File: config.mk
export PLATFORM = sky130hd
export DESIGN_NAME = spi_periph_top
export DESIGN_NICKNAME = d
export VERILOG_FILES = /design/src/design/spi_periph_pkg.sv /design/src/design/spi_frame_rx.sv /design/src/design/reg_bank.sv /design/src/design/cs_router.sv /design/src/design/led_driver.sv /design/src/design/spi_periph_top.sv
export SDC_FILE = /design/constraint.sdc
export NUM_CORES = 1
export LEC_CHECK = 0
export ABC_AREA = 1
export BUFFER_PORTS_ARGS = -buffer_cell sky130_fd_sc_hd__buf_2
export CAP_MARGIN = 10
export CORE_UTILIZATION = 54
export CTS_CLUSTER_DIAMETER = 60
export DETAILED_ROUTE_END_ITERATION = 10
export PLACE_DENSITY = 0.74
export SLEW_MARGIN = 10
export SYNTH_ARGS = -nofsm -noshare
export SYNTH_HDL_FRONTEND = slang
export SYNTH_SLANG_ARGS = --single-unit
File: constraint.sdc
create_clock -name clk -period 1.4 [get_ports clk]
set_input_delay 0.07 -clock clk [delete_from_list [all_inputs] [get_ports clk]]
set_output_delay 0.07 -clock clk [all_outputs]
set_load 0.005 [all_outputs]
File: src/design/spi_periph_pkg.sv
// spi peripheral controller definitions
package spi_periph_pkg;

  // frame layout, address in the high nibble, data in the low nibble
  localparam int frame_bits = 8;
  localparam int addr_bits  = 4;
  localparam int data_bits  = 4;

  // register map
  localparam int reg_led_addr   = 1;
  localparam int reg_sel_addr   = 2;
  localparam int reg_blink_addr = 3;

  // select codes for the chip select router
  localparam int sel_adc = 1;
  localparam int sel_dac = 2;

  // led and blink sizing
  localparam int num_leds         = 4;
  localparam int blink_base_shift = 2;
  localparam int blink_rate_bits  = 3;
  localparam int blink_cnt_bits   = num_leds + blink_base_shift + 7;

  // input synchronizer depth
  localparam int sync_stages = 2;

  // bit counter saturates one past a full frame
  localparam int bit_cnt_bits = $clog2(frame_bits + 2);

endpackage

File: src/design/spi_frame_rx.sv
// spi frame receiver
`timescale 1ns/10ps

module spi_frame_rx
  import spi_periph_pkg::*;
(
  input  logic                  clk,
  input  logic                  rst,
  input  logic                  sclk,
  input  logic                  cs_n,
  input  logic                  mosi,
  input  logic                  special,
  output logic [frame_bits-1:0] frame,
  output logic                  frame_valid,
  output logic                  cs_n_sync,
  output logic                  bus_idle
);

  // synchronizer chains, newest sample in bit 0
  logic [sync_stages-1:0] sclk_q;
  logic [sync_stages-1:0] cs_q;
  logic [sync_stages-1:0] mosi_q;
  logic [sync_stages-1:0] spec_q;

  logic sclk_sync;
  logic mosi_sync;
  logic special_sync;

  // previous synchronized values for edge detect
  logic sclk_d;
  logic cs_d;
  logic sclk_rise;
  logic cs_rise;

  logic [bit_cnt_bits-1:0] bit_cnt;
  logic                    special_seen;

  always_ff @(posedge clk)
  begin
    if (rst)
    begin
      sclk_q <= '0;
      // cs idles high
      cs_q   <= '1;
      mosi_q <= '0;
      spec_q <= '0;
    end
    else
    begin
      sclk_q <= {sclk_q[sync_stages-2:0], sclk};
      cs_q   <= {cs_q[sync_stages-2:0], cs_n};
      mosi_q <= {mosi_q[sync_stages-2:0], mosi};
      spec_q <= {spec_q[sync_stages-2:0], special};
    end
  end

  assign sclk_sync    = sclk_q[sync_stages-1];
  assign cs_n_sync    = cs_q[sync_stages-1];
  assign mosi_sync    = mosi_q[sync_stages-1];
  assign special_sync = spec_q[sync_stages-1];
  assign bus_idle     = cs_n_sync;

  always_ff @(posedge clk)
  begin
    if (rst)
    begin
      sclk_d <= 1'b0;
      cs_d   <= 1'b1;
    end
    else
    begin
      sclk_d <= sclk_sync;
      cs_d   <= cs_n_sync;
    end
  end

  assign sclk_rise = sclk_sync & ~sclk_d;
  // end of transfer
  assign cs_rise   = cs_n_sync & ~cs_d;

  // msb first shift, only while selected
  always_ff @(posedge clk)
  begin
    if (!cs_n_sync && sclk_rise)
      frame <= {frame[frame_bits-2:0], mosi_sync};
  end

  // count edges and track special over the transfer
  always_ff @(posedge clk)
  begin
    if (rst)
    begin
      bit_cnt      <= '0;
      special_seen <= 1'b0;
    end
    else if (cs_n_sync)
    begin
      // idle, ready for the next transfer
      bit_cnt      <= '0;
      special_seen <= 1'b0;
    end
    else
    begin
      // saturate one past frame_bits so 9+ edges stay invalid
      if (sclk_rise && bit_cnt != bit_cnt_bits'(frame_bits + 1))
        bit_cnt <= bit_cnt + 1'b1;
      if (special_sync)
        special_seen <= 1'b1;
    end
  end

  // old count and flag are still visible on the cs rising cycle
  always_ff @(posedge clk)
  begin
    if (rst)
      frame_valid <= 1'b0;
    else
      frame_valid <= cs_rise && (bit_cnt == bit_cnt_bits'(frame_bits))
                     && !special_seen && !special_sync;
  end

endmodule

File: src/design/reg_bank.sv
// register bank
`timescale 1ns/10ps

module reg_bank
  import spi_periph_pkg::*;
(
  input  logic                       clk,
  input  logic                       rst,
  input  logic [frame_bits-1:0]      frame,
  input  logic                       frame_valid,
  output logic [data_bits-1:0]       led_reg,
  output logic [addr_bits-1:0]       periph_sel,
  output logic                       blink_en,
  output logic [blink_rate_bits-1:0] blink_rate
);

  // frame fields
  logic [addr_bits-1:0] addr;
  logic [data_bits-1:0] data;

  // raw blink control nibble
  logic [data_bits-1:0] blink_reg;

  assign addr = frame[frame_bits-1 -: addr_bits];
  assign data = frame[data_bits-1:0];

  always_ff @(posedge clk)
  begin
    if (rst)
    begin
      led_reg    <= '0;
      periph_sel <= '0;
      blink_reg  <= '0;
    end
    else if (frame_valid)
    begin
      case (addr)
        addr_bits'(reg_led_addr):
        begin
          led_reg <= data;
        end
        addr_bits'(reg_sel_addr):
        begin
          // data nibble is the select code
          periph_sel <= data;
        end
        addr_bits'(reg_blink_addr):
        begin
          blink_reg <= data;
        end
        default:
        begin
          // unmapped address, frame ignored
        end
      endcase
    end
  end

  // top bit enables, low bits give the rate
  assign blink_en   = blink_reg[data_bits-1];
  assign blink_rate = blink_reg[blink_rate_bits-1:0];

endmodule

File: src/design/cs_router.sv
// chip select router
`timescale 1ns/10ps

module cs_router
  import spi_periph_pkg::*;
(
  input  logic                 clk,
  input  logic                 rst,
  input  logic                 cs_n,
  input  logic                 special,
  input  logic                 bus_idle,
  input  logic [addr_bits-1:0] periph_sel,
  output logic                 adc_cs_n,
  output logic                 dac_cs_n
);

  // target held for the current routed transfer
  logic [addr_bits-1:0] route;
  logic                 route_load;
  logic                 to_adc;
  logic                 to_dac;

  // frozen while a routed transfer is active
  assign route_load = bus_idle || !special;

  always_ff @(posedge clk)
  begin
    if (rst)
      route <= '0;
    else if (route_load)
      route <= periph_sel;
  end

  assign to_adc = special && (route == addr_bits'(sel_adc));
  assign to_dac = special && (route == addr_bits'(sel_dac));

  // raw pin passes straight through, no added latency
  always_comb
  begin
    adc_cs_n = 1'b1;
    dac_cs_n = 1'b1;
    if (to_adc)
      adc_cs_n = cs_n;
    else if (to_dac)
      dac_cs_n = cs_n;
    // unknown route keeps both deasserted
  end

endmodule

File: src/design/led_driver.sv
// led driver with gray code blink
`timescale 1ns/10ps

module led_driver
  import spi_periph_pkg::*;
(
  input  logic                       clk,
  input  logic                       rst,
  input  logic [data_bits-1:0]       led_reg,
  input  logic                       blink_en,
  input  logic [blink_rate_bits-1:0] blink_rate,
  output logic [num_leds-1:0]        led
);

  logic [blink_cnt_bits-1:0]  counter;
  logic [blink_rate_bits:0]   shift_amt;
  logic [blink_cnt_bits-1:0]  shifted;
  logic [num_leds-1:0]        bin;
  logic [num_leds-1:0]        gray;

  // free running
  always_ff @(posedge clk)
  begin
    if (rst)
      counter <= '0;
    else
      counter <= counter + 1'b1;
  end

  // base shift plus programmable rate
  assign shift_amt = {1'b0, blink_rate} + (blink_rate_bits + 1)'(blink_base_shift);
  assign shifted   = counter >> shift_amt;
  assign bin       = shifted[num_leds-1:0];

  // neighbours differ in one bit, wrap included
  assign gray = bin ^ (bin >> 1);

  always_ff @(posedge clk)
  begin
    if (rst)
      led <= '0;
    else if (blink_en)
      led <= gray;
    else
      led <= num_leds'(led_reg);
  end

endmodule

File: src/design/spi_periph_top.sv
// spi peripheral controller top
`timescale 1ns/10ps

module spi_periph_top
  import spi_periph_pkg::*;
(
  input  logic                clk,
  input  logic                rst,
  input  logic                sclk,
  input  logic                cs_n,
  input  logic                mosi,
  input  logic                special,
  output logic                adc_cs_n,
  output logic                dac_cs_n,
  output logic [num_leds-1:0] led
);

  // receiver to register bank
  logic [frame_bits-1:0] frame;
  logic                  frame_valid;

  // receiver bus state
  logic bus_idle;

  // register outputs
  logic [data_bits-1:0]       led_reg;
  logic [addr_bits-1:0]       periph_sel;
  logic                       blink_en;
  logic [blink_rate_bits-1:0] blink_rate;

  spi_frame_rx rx_i (
    .clk         (clk),
    .rst         (rst),
    .sclk        (sclk),
    .cs_n        (cs_n),
    .mosi        (mosi),
    .special     (special),
    .frame       (frame),
    .frame_valid (frame_valid),
    .cs_n_sync   (),
    .bus_idle    (bus_idle)
  );

  reg_bank regs_i (
    .clk         (clk),
    .rst         (rst),
    .frame       (frame),
    .frame_valid (frame_valid),
    .led_reg     (led_reg),
    .periph_sel  (periph_sel),
    .blink_en    (blink_en),
    .blink_rate  (blink_rate)
  );

  // raw pin cs_n for the routed path
  cs_router router_i (
    .clk        (clk),
    .rst        (rst),
    .cs_n       (cs_n),
    .special    (special),
    .bus_idle   (bus_idle),
    .periph_sel (periph_sel),
    .adc_cs_n   (adc_cs_n),
    .dac_cs_n   (dac_cs_n)
  );

  led_driver leds_i (
    .clk        (clk),
    .rst        (rst),
    .led_reg    (led_reg),
    .blink_en   (blink_en),
    .blink_rate (blink_rate),
    .led        (led)
  );

endmodule

==> impl_summary.md, run 1 <==
STA
The worst pin sits at a relative slew slack of around 76%. The hold violation count in the final report is 0. The max-slew violation total from the final report is 0.

The sum of negative setup slack is 0 ns. Setup violations remaining at the end of the flow were counted as 0. The clock skew is roughly 0.006 ns. Once routing completed, OpenROAD measured the worst setup slack at ~0.13 ns. The minimum period implied by the final worst setup slack is 1.27 ns. Setup repair after global routing left no endpoint under its margin. For the pin with the worst max-slew slack, the measured transition is between 0.3 and 0.4 ns. The timing-limited maximum frequency is between 700 and 800 MHz.

The final worst-path cycle share is 90.7%. The worst hold slack is a little under 0.4 ns.

Detailed routing
In the final routed layout, each cell accounts on average for ~11 um. The first detailed-routing pass took 4 iterations. Summing over every cut layer, the via total after detailed routing is roughly 2200. The post-route DRC violation count is 0. The number of routed nets with antenna violations is 0. The detailed router's first-iteration violation count is 189. Dividing the detail-routed via count by the number of cells gives between 5 and 6. The total wire length is roughly 4.7 mm.

Synth
The share of the yosys chip area belonging to registers is between 40% and 50%. The most used standard cell by instance count after synthesis is sky130_fd_sc_hd__nand2_1. In this run the biggest area consumer among cell types represents around two fifths of the synthesized area. The number of synthesized flops with an enable pin is 8.

The mapped netlist covers 0.00251 mm^2. Yosys attributes the largest share of cell area to sky130_fd_sc_hd__dfxtp_1 39%, sky130_fd_sc_hd__nand2_1 11%, sky130_fd_sc_hd__edfxtp_1 9.6%. The top flip-flop cell by instance count after synthesis is sky130_fd_sc_hd__dfxtp_1.

Each instance of the synthesized netlist takes up on average ~7.3 um^2. Synthesis instantiated 26 different standard cells from the library. The largest total area in the synthesized netlist belongs to sky130_fd_sc_hd__dfxtp_1. The number of synthesized register bits is 57. The instance count of the mapped netlist is about 340. The number of warnings issued by yosys is 0.

The number of nets in the synthesized netlist is approximately 350. The share of flip-flops with an asynchronous set or reset after synthesis is 0%. Counting instances in the post-synthesis netlist gives the leading cell types as 72 x sky130_fd_sc_hd__nand2_1, 49 x sky130_fd_sc_hd__dfxtp_1, 45 x sky130_fd_sc_hd__nor2_1.

Clocking
TritonCTS built the clock tree. In this run the deepest clock path goes through 2 buffers. After clock tree synthesis, the clock-pin slew on the worst setup and hold paths is about 0.07 ns.

The H-tree was split into 3 levels. The tree built by TritonCTS fans out to between 50 and 60 sinks. The cell at the root of the clock tree is sky130_fd_sc_hd__clkbuf_8. In this run, CTS created clock tree buffers numbering 9. The clock latency of the later-clocked register in the worst-skew pair is between 0.3 and 0.4 ns.

GRT
The wire length of the first global-routing pass is slightly above 8 mm. The total overflow left after global routing is 0. Across every metal layer, demand over resource in global routing totals between 20% and 30%.

The number of global-route vias before repair is between 1500 and 2000. Entering global routing, the biggest net connects 17 pins. The initial antenna violation count is 0.

Hold path
The class of the tightest hold or removal check is flop to flop.

Placement
The count of input and output buffers is 11. The number of instances in the placed design is between 400 and 500. The post-placement worst setup slack is roughly 0.10 ns. Detailed placement finished with a half-perimeter wire length of 3.28 mm. At the end of routability-driven placement, the weighted congestion stood at about 0.86.

Finish
The net total in the final layout is 380. The register with the most flip-flops in the final layout is leds_i.counter. The share of cells above drive strength 1 is between 10 and 15%. The number of filler instances in the final layout is approximately 380. The largest registers in the layout are leds_i.counter x13, rx_i.frame x8. Leaving out filler cells and counting taps, the final layout contains approximately 430. Relative to the synthesized area, the layout overhead comes to 15.1%. The number of diodes is 0. The register with the most flip-flops in the layout has 13 of them.

Floorplan
For this design the top-level I/O count stands at 12. The die width is around 70 um. Once the floorplan was initialized, standard cells occupied 57.0% of the core. The count of standard-cell rows is 24.

In this run the standard cell core region covers around 0.0044 mm^2. The y dimension of the die is 70.2 um. The die covers between 0.004 and 0.005 mm^2.

Flow run
Max-cap violations in this run came to 0.

Pwr
Dividing total power by cell area gives a power density of roughly 1100 mW/mm^2. The largest vdd supply drop is ~0.72 mV. The leakage power figure is about 0.0012 uW.

Total power for the finished layout comes to about 3100 uW.

Outcome
The flow ran to the end, and the final reports show no timing, DRC or antenna violations.

Worst setup path
The largest driver fanout on the critical path is 3. The critical path data arrival time is roughly 1.5 ns. The element type at the critical path end is a flop. The kind of start point of the critical path is a flop. The kind of critical path is flop to flop. STA puts the critical path data required time at ~1.6 ns.
[report_power, final]
group | switching [uW] | leakage, uW | internal, uW
sequential | 12.1 | 0.000471 | 1680
clock | 683 | 0.0000830 | 637
combinational | 57.1 | 0.000666 | 44.3
total | 753 | 0.00122 | 2360
[cells in the final DEF, fill, tap and decap left out, types with 2 or more instances in the layout]
cell type	synthesis	final
sky130_fd_sc_hd__a21oi_1	22	22
sky130_fd_sc_hd__buf_2	4	11
sky130_fd_sc_hd__buf_4	1	10
sky130_fd_sc_hd__clkbuf_8	0	9
sky130_fd_sc_hd__clkinv_1	1	2
sky130_fd_sc_hd__clkinv_2	0	2
sky130_fd_sc_hd__clkinvlp_4	0	2
sky130_fd_sc_hd__dfxtp_1	49	46
sky130_fd_sc_hd__dfxtp_2	0	2
sky130_fd_sc_hd__dlygate4sd3_1	0	5
sky130_fd_sc_hd__edfxtp_1	8	8
sky130_fd_sc_hd__ha_1	4	4
sky130_fd_sc_hd__inv_1	41	40
sky130_fd_sc_hd__inv_2	3	3
sky130_fd_sc_hd__nand2_1	72	71
sky130_fd_sc_hd__nand2_2	3	4
sky130_fd_sc_hd__nand3_1	41	41
sky130_fd_sc_hd__nand4_1	5	5
sky130_fd_sc_hd__nor2_1	45	42
sky130_fd_sc_hd__nor2_2	0	3
sky130_fd_sc_hd__nor3_1	6	6
sky130_fd_sc_hd__nor4_1	2	2
sky130_fd_sc_hd__o21ai_0	24	24
sky130_fd_sc_hd__or2_2	2	2
[worst max-delay path, stage by stage (launching register included)]
cell	delay (ns)
sky130_fd_sc_hd__dfxtp_1	0.34
sky130_fd_sc_hd__ha_1	0.16
sky130_fd_sc_hd__nand2_1	0.05
sky130_fd_sc_hd__inv_1	0.09
sky130_fd_sc_hd__nand2_1	0.10
sky130_fd_sc_hd__nor2_2	0.12
sky130_fd_sc_hd__nand3_1	0.09
sky130_fd_sc_hd__o21ai_0	0.16
sky130_fd_sc_hd__a21oi_1	0.05
[final timing paths]
check	startpoint	to	slack, ns	cells after the start
max	leds_i.counter[1]	leds_i.counter[10]	0.13	8
max reg2reg	leds_i.counter[1]	leds_i.counter[10]	0.13	8
min reg2reg	rx_i.cs_d	rx_i.frame_valid	0.39	1
min	rx_i.cs_d	rx_i.frame_valid	0.39	1
[kinds of logic after synthesis]
logic type / Yosys count / synth area share [%]
xor+xnor: 1 / 0.348
buf+inv: 55 / 8.86
simple gates: 178 / 30.5
flops: 57 / 48.6
compound gates: 48 / 9.70
fa+ha+maj: 4 / 1.99
[metal layers]
layer	track usage, %	routed length, um	vias to the layer above
li1	-	-	1162
met1	28.8	2520	971
met2	31.3	1960	22
met3	4.33	114	10
met4	8.67	80	0
met5	0	0	-
[final cells by class]
class | count | area [um^2] | share of cell area [%]
Sequential cell | 57 | 1230 | 42.4
Multi-Input combinational cell | 231 | 1080 | 37.3
Inverter | 45 | 171 | 5.92
Timing Repair Buffer | 26 | 180 | 6.22
Clock inverter | 7 | 46.3 | 1.60
Clock buffer | 9 | 124 | 4.28
Tap cell | 52 | 65.1 | 2.25
[stage by stage]
stage / utilization [%] / area (um^2)
floorplan: - / 2510
global route: 65.6 / 2900
CTS: 65.0 / 2870
finish: 65.6 / 2900
detailed placement: 60.0 / 2650
global placement: 60.0 / 2650
[timing repair]
item                       in CTS  in global routing
setup endpoints to repair       0                  8
resized for setup               0                 10
hold endpoints to repair        6                  0
hold buffers                    5                  0
buffers inserted                0                  1
No activity file was read; power rests on OpenSTA's default activity.
==> run 2, diff against run 1 <==
Settings changed: CORE_UTILIZATION 54 to 55, PLACE_DENSITY 0.74 to 0.75, SYNTH_HIERARCHICAL set to 1.
==> run 2 against run 1 <==
Net effect: hold slack worse by 0.35 ns; critical path type unchanged; via count up 14%; sequential share of layout area down 5.2 points.
==> impl_summary.md, run 2 <==
STA
The worst slew margin relative to its limit is about 77%. Setup violations remaining at the end of the flow were counted as 0. The hold violation count in the final report is 0.

The actual slew at the worst max-slew pin is between 0.3 and 0.4 ns. Setup repair after global routing could not meet its margin everywhere. The worst path in the final design needs a cycle of ~1.4 ns, including I/O delays and setup. The clock skew is 0.00567 ns. In the finished design, the share of the clock period the worst path needs comes to a little over nine tenths.

The max-slew violation total from the final report is 0. Hold timing on the final database bottoms out at a slack of 0.0406 ns. Static timing analysis puts the maximum clock frequency at ~730 MHz.

Worst setup path
Grouping stages by cell kind, the critical path spends the most delay in simple AND/OR/NAND/NOR gates. On the critical path, the stage with the largest delay is an instance of sky130_fd_sc_hd__dfxtp_4. The worst setup path is launched from a flop. At the worst endpoint, the arrival time is between 1.5 and 2 ns. The maximum cell stage delay along the critical path is around 0.37 ns. Together, buffers and inverters on the worst path number 1. Traced cell by cell, the critical path runs through buf_6 > nand3_4 > nor3_4 > nand2_2 > nor2_4 > nand3_1 > nand2_1 > nor2_1.

The critical path is of the flop to flop type. STA classifies the critical path endpoint as a flop. STA puts the critical path data required time at about 1.6 ns. In this run the worst path has a maximum fanout of 3.

Finish
The register with the most flip-flops in the layout has 13 of them. In the final layout, the registers with the most flip-flops are leds_i/counter x13, rx_i/frame x8. The most common cell after layout, fill and taps aside is sky130_fd_sc_hd__nand2_1. The summed area of non-filler cells in the final layout is between 0.003 and 0.004 mm^2. Cells with a size suffix above 1 make up between 10% and 20% of the layout. The top cell types in the final layout, fill and taps aside, are 95 x sky130_fd_sc_hd__nand2_1, 58 x sky130_fd_sc_hd__nor2_1, 52 x sky130_fd_sc_hd__inv_1. The repair_antennas step left the layout with diodes totalling 0. More flip-flops sit in one register than any other, and that register is leds_i/counter. The register area is approximately 0.0012 mm^2. The synthesis-to-finish area growth is 17.4%. The area occupied by multi-input gates is between 0.001 and 0.0015 mm^2. The final layout contains ~440 nets. The number of filler instances in the final layout is 400.

Clocking
The clock reaches the later pin of the worst-skew pair after 0.32 ns. The clock tree from TritonCTS is built. Clock tree synthesis inserted a total of 9 buffers. The TritonCTS sink count is 57.

No sink is reached through more buffers than the 2 on the longest clock path. The count of H-tree levels built during CTS is 3. The tree is rooted in a sky130_fd_sc_hd__clkbuf_8. The clock transition at the registers of the reported paths is around 0.060 ns.

Synth
The total standard cell area after synthesis is roughly 0.0028 mm^2. After synthesis, the mean cell area works out to just over 7 um^2. The Yosys step of the flow raised 6 warnings. The synthesized netlist net count is just over 400. The cell count after synthesis came out at 400.

Pwr
The post-layout total power is 3630 uW. The largest vdd supply drop is around 1.1 mV. In this run the static leakage power is between 0.001 and 0.0015 uW. For this design the ratio of total power to cell area is between 1000 and 1500 mW/mm^2.

GRT
The initial antenna violation count was 0. Entering global routing, the biggest net connects 19 pins. The global-route usage over all layers is 22.8%. For this run the aggregate overflow at the end of global routing stands at 0. The number of global-route vias before repair is 2246. The first global-routing pass estimated between 9 and 10 mm of wire.

Hold path
The class of the tightest hold or removal check is primary input to flop.

Floorplan
The die width is between 70 and 80 um. The area of the die is 0.00543 mm^2. In this run the vertical extent of the chip is approximately 74 um. In this run the count of I/O pins placed on the die edge is 12. The count of standard-cell rows is 25. The core area is around 0.0048 mm^2. Once the floorplan was initialized, standard cells occupied 58.3% of the core.

Placement
The placed instances occupy a cell area of ~0.0030 mm^2. The HPWL after detailed placement is slightly below 4 mm. The final weighted congestion in routability-driven placement is between 0.8 and 0.9. The count of input and output buffers is 11.

Detailed routing
The first routing iteration left 137 violations. The average vias per placed instance is 4.95. Detailed routing inserted a total of around 2500 vias. The post-route DRC violation count is 0. In the final routed layout, each cell accounts on average for 11.3 um.

The number of routed nets with antenna violations is 0. After detailed routing, the total wire length is between 5 and 6 mm. The first-pass iteration count of the detailed router is 4.

Flow run
The max-capacitance violation count is 0.

Outcome
The run finished with clean final reports.
run 2: cell types whose count changed in the layout (fill, tap and decap cells not counted), sizes merged, moves of 10 or more:
cell / previous run / this run
nand3: 41 / 53
a21oi: 22 / 12
nand2: 75 / 103
nor2: 46 / 68
o21ai: 24 / 8
inv: 45 / 60
run 2: layout make-up:
type / instances / area share (%)
Timing Repair Buffer: 26 / 5.50
Tap cell: 67 / 2.52
Inverter: 61 / 7.01
Sequential cell: 57 / 37.2
Clock buffer: 10 / 3.84
Clock inverter: 6 / 3.20
Multi-Input combinational cell: 271 / 40.8
run 2: path summary, 6_finish.rpt:
check	from	endpoint	slack [ns]	cells past startpoint
max reg2reg	leds_i/counter[0]	leds_i/counter[11]	0.03	8
min reg2reg	rx_i/mosi_q[0]	rx_i/mosi_q[1]	0.40	2
min	special	rx_i/spec_q[0]	0.04	3
max	leds_i/counter[0]	leds_i/counter[11]	0.03	8
run 2: per-layer routing:
metal / up-vias / track usage [%] / part of all wire, %
met3: 8 / 4.25 / 2.5
met2: 41 / 40.3 / 51
met4: 0 / 13.7 / 2.1
met5: - / 0 / 0
met1: 1106 / 25.4 / 45
li1: 1311 / - / -
run 2: where the power goes:
part / internal, uW / leakage [uW] / total [uW] / switching [uW]
clock network: 1170 / 0.000114 / 1810 / 637
registers: 1680 / 0.000472 / 1690 / 18.4
logic: 48.8 / 0.000835 / 121 / 72.6
total: 2900 / 0.00142 / 3630 / 728
run 2: tightest hold or removal path, cell delays in order:
cell,delay [ns]
sky130_fd_sc_hd__buf_2,0.15
sky130_fd_sc_hd__inv_1,0.06
sky130_fd_sc_hd__nor2_1,0.04
run 2: per-stage QoR:
| stage | setup TNS (ns) | setup WS, ns | util [%] | instances |
|---|---|---|---|---|
| 4_1_cts | 0 | 0.0217 | 66.4 | 494 |
| 3_5_place_dp | 0 | 0.0331 | 60.9 | 475 |
| 5_1_grt | -0.0817 | -0.0415 | 68.5 | 498 |
| 3_3_place_gp | 0 | 0.109 | 60.9 | 475 |
| 6_report | 0 | 0.0336 | 68.5 | 498 |
| 2_1_floorplan | 0 | 0.0439 | - | 400 |
run 2: repair_timing:
action,CTS,global route
hold buffers,3,0
resized for setup,0,20
endpoints found under the setup margin,0,6
setup buffers,0,4
hold endpoints to repair,3,0
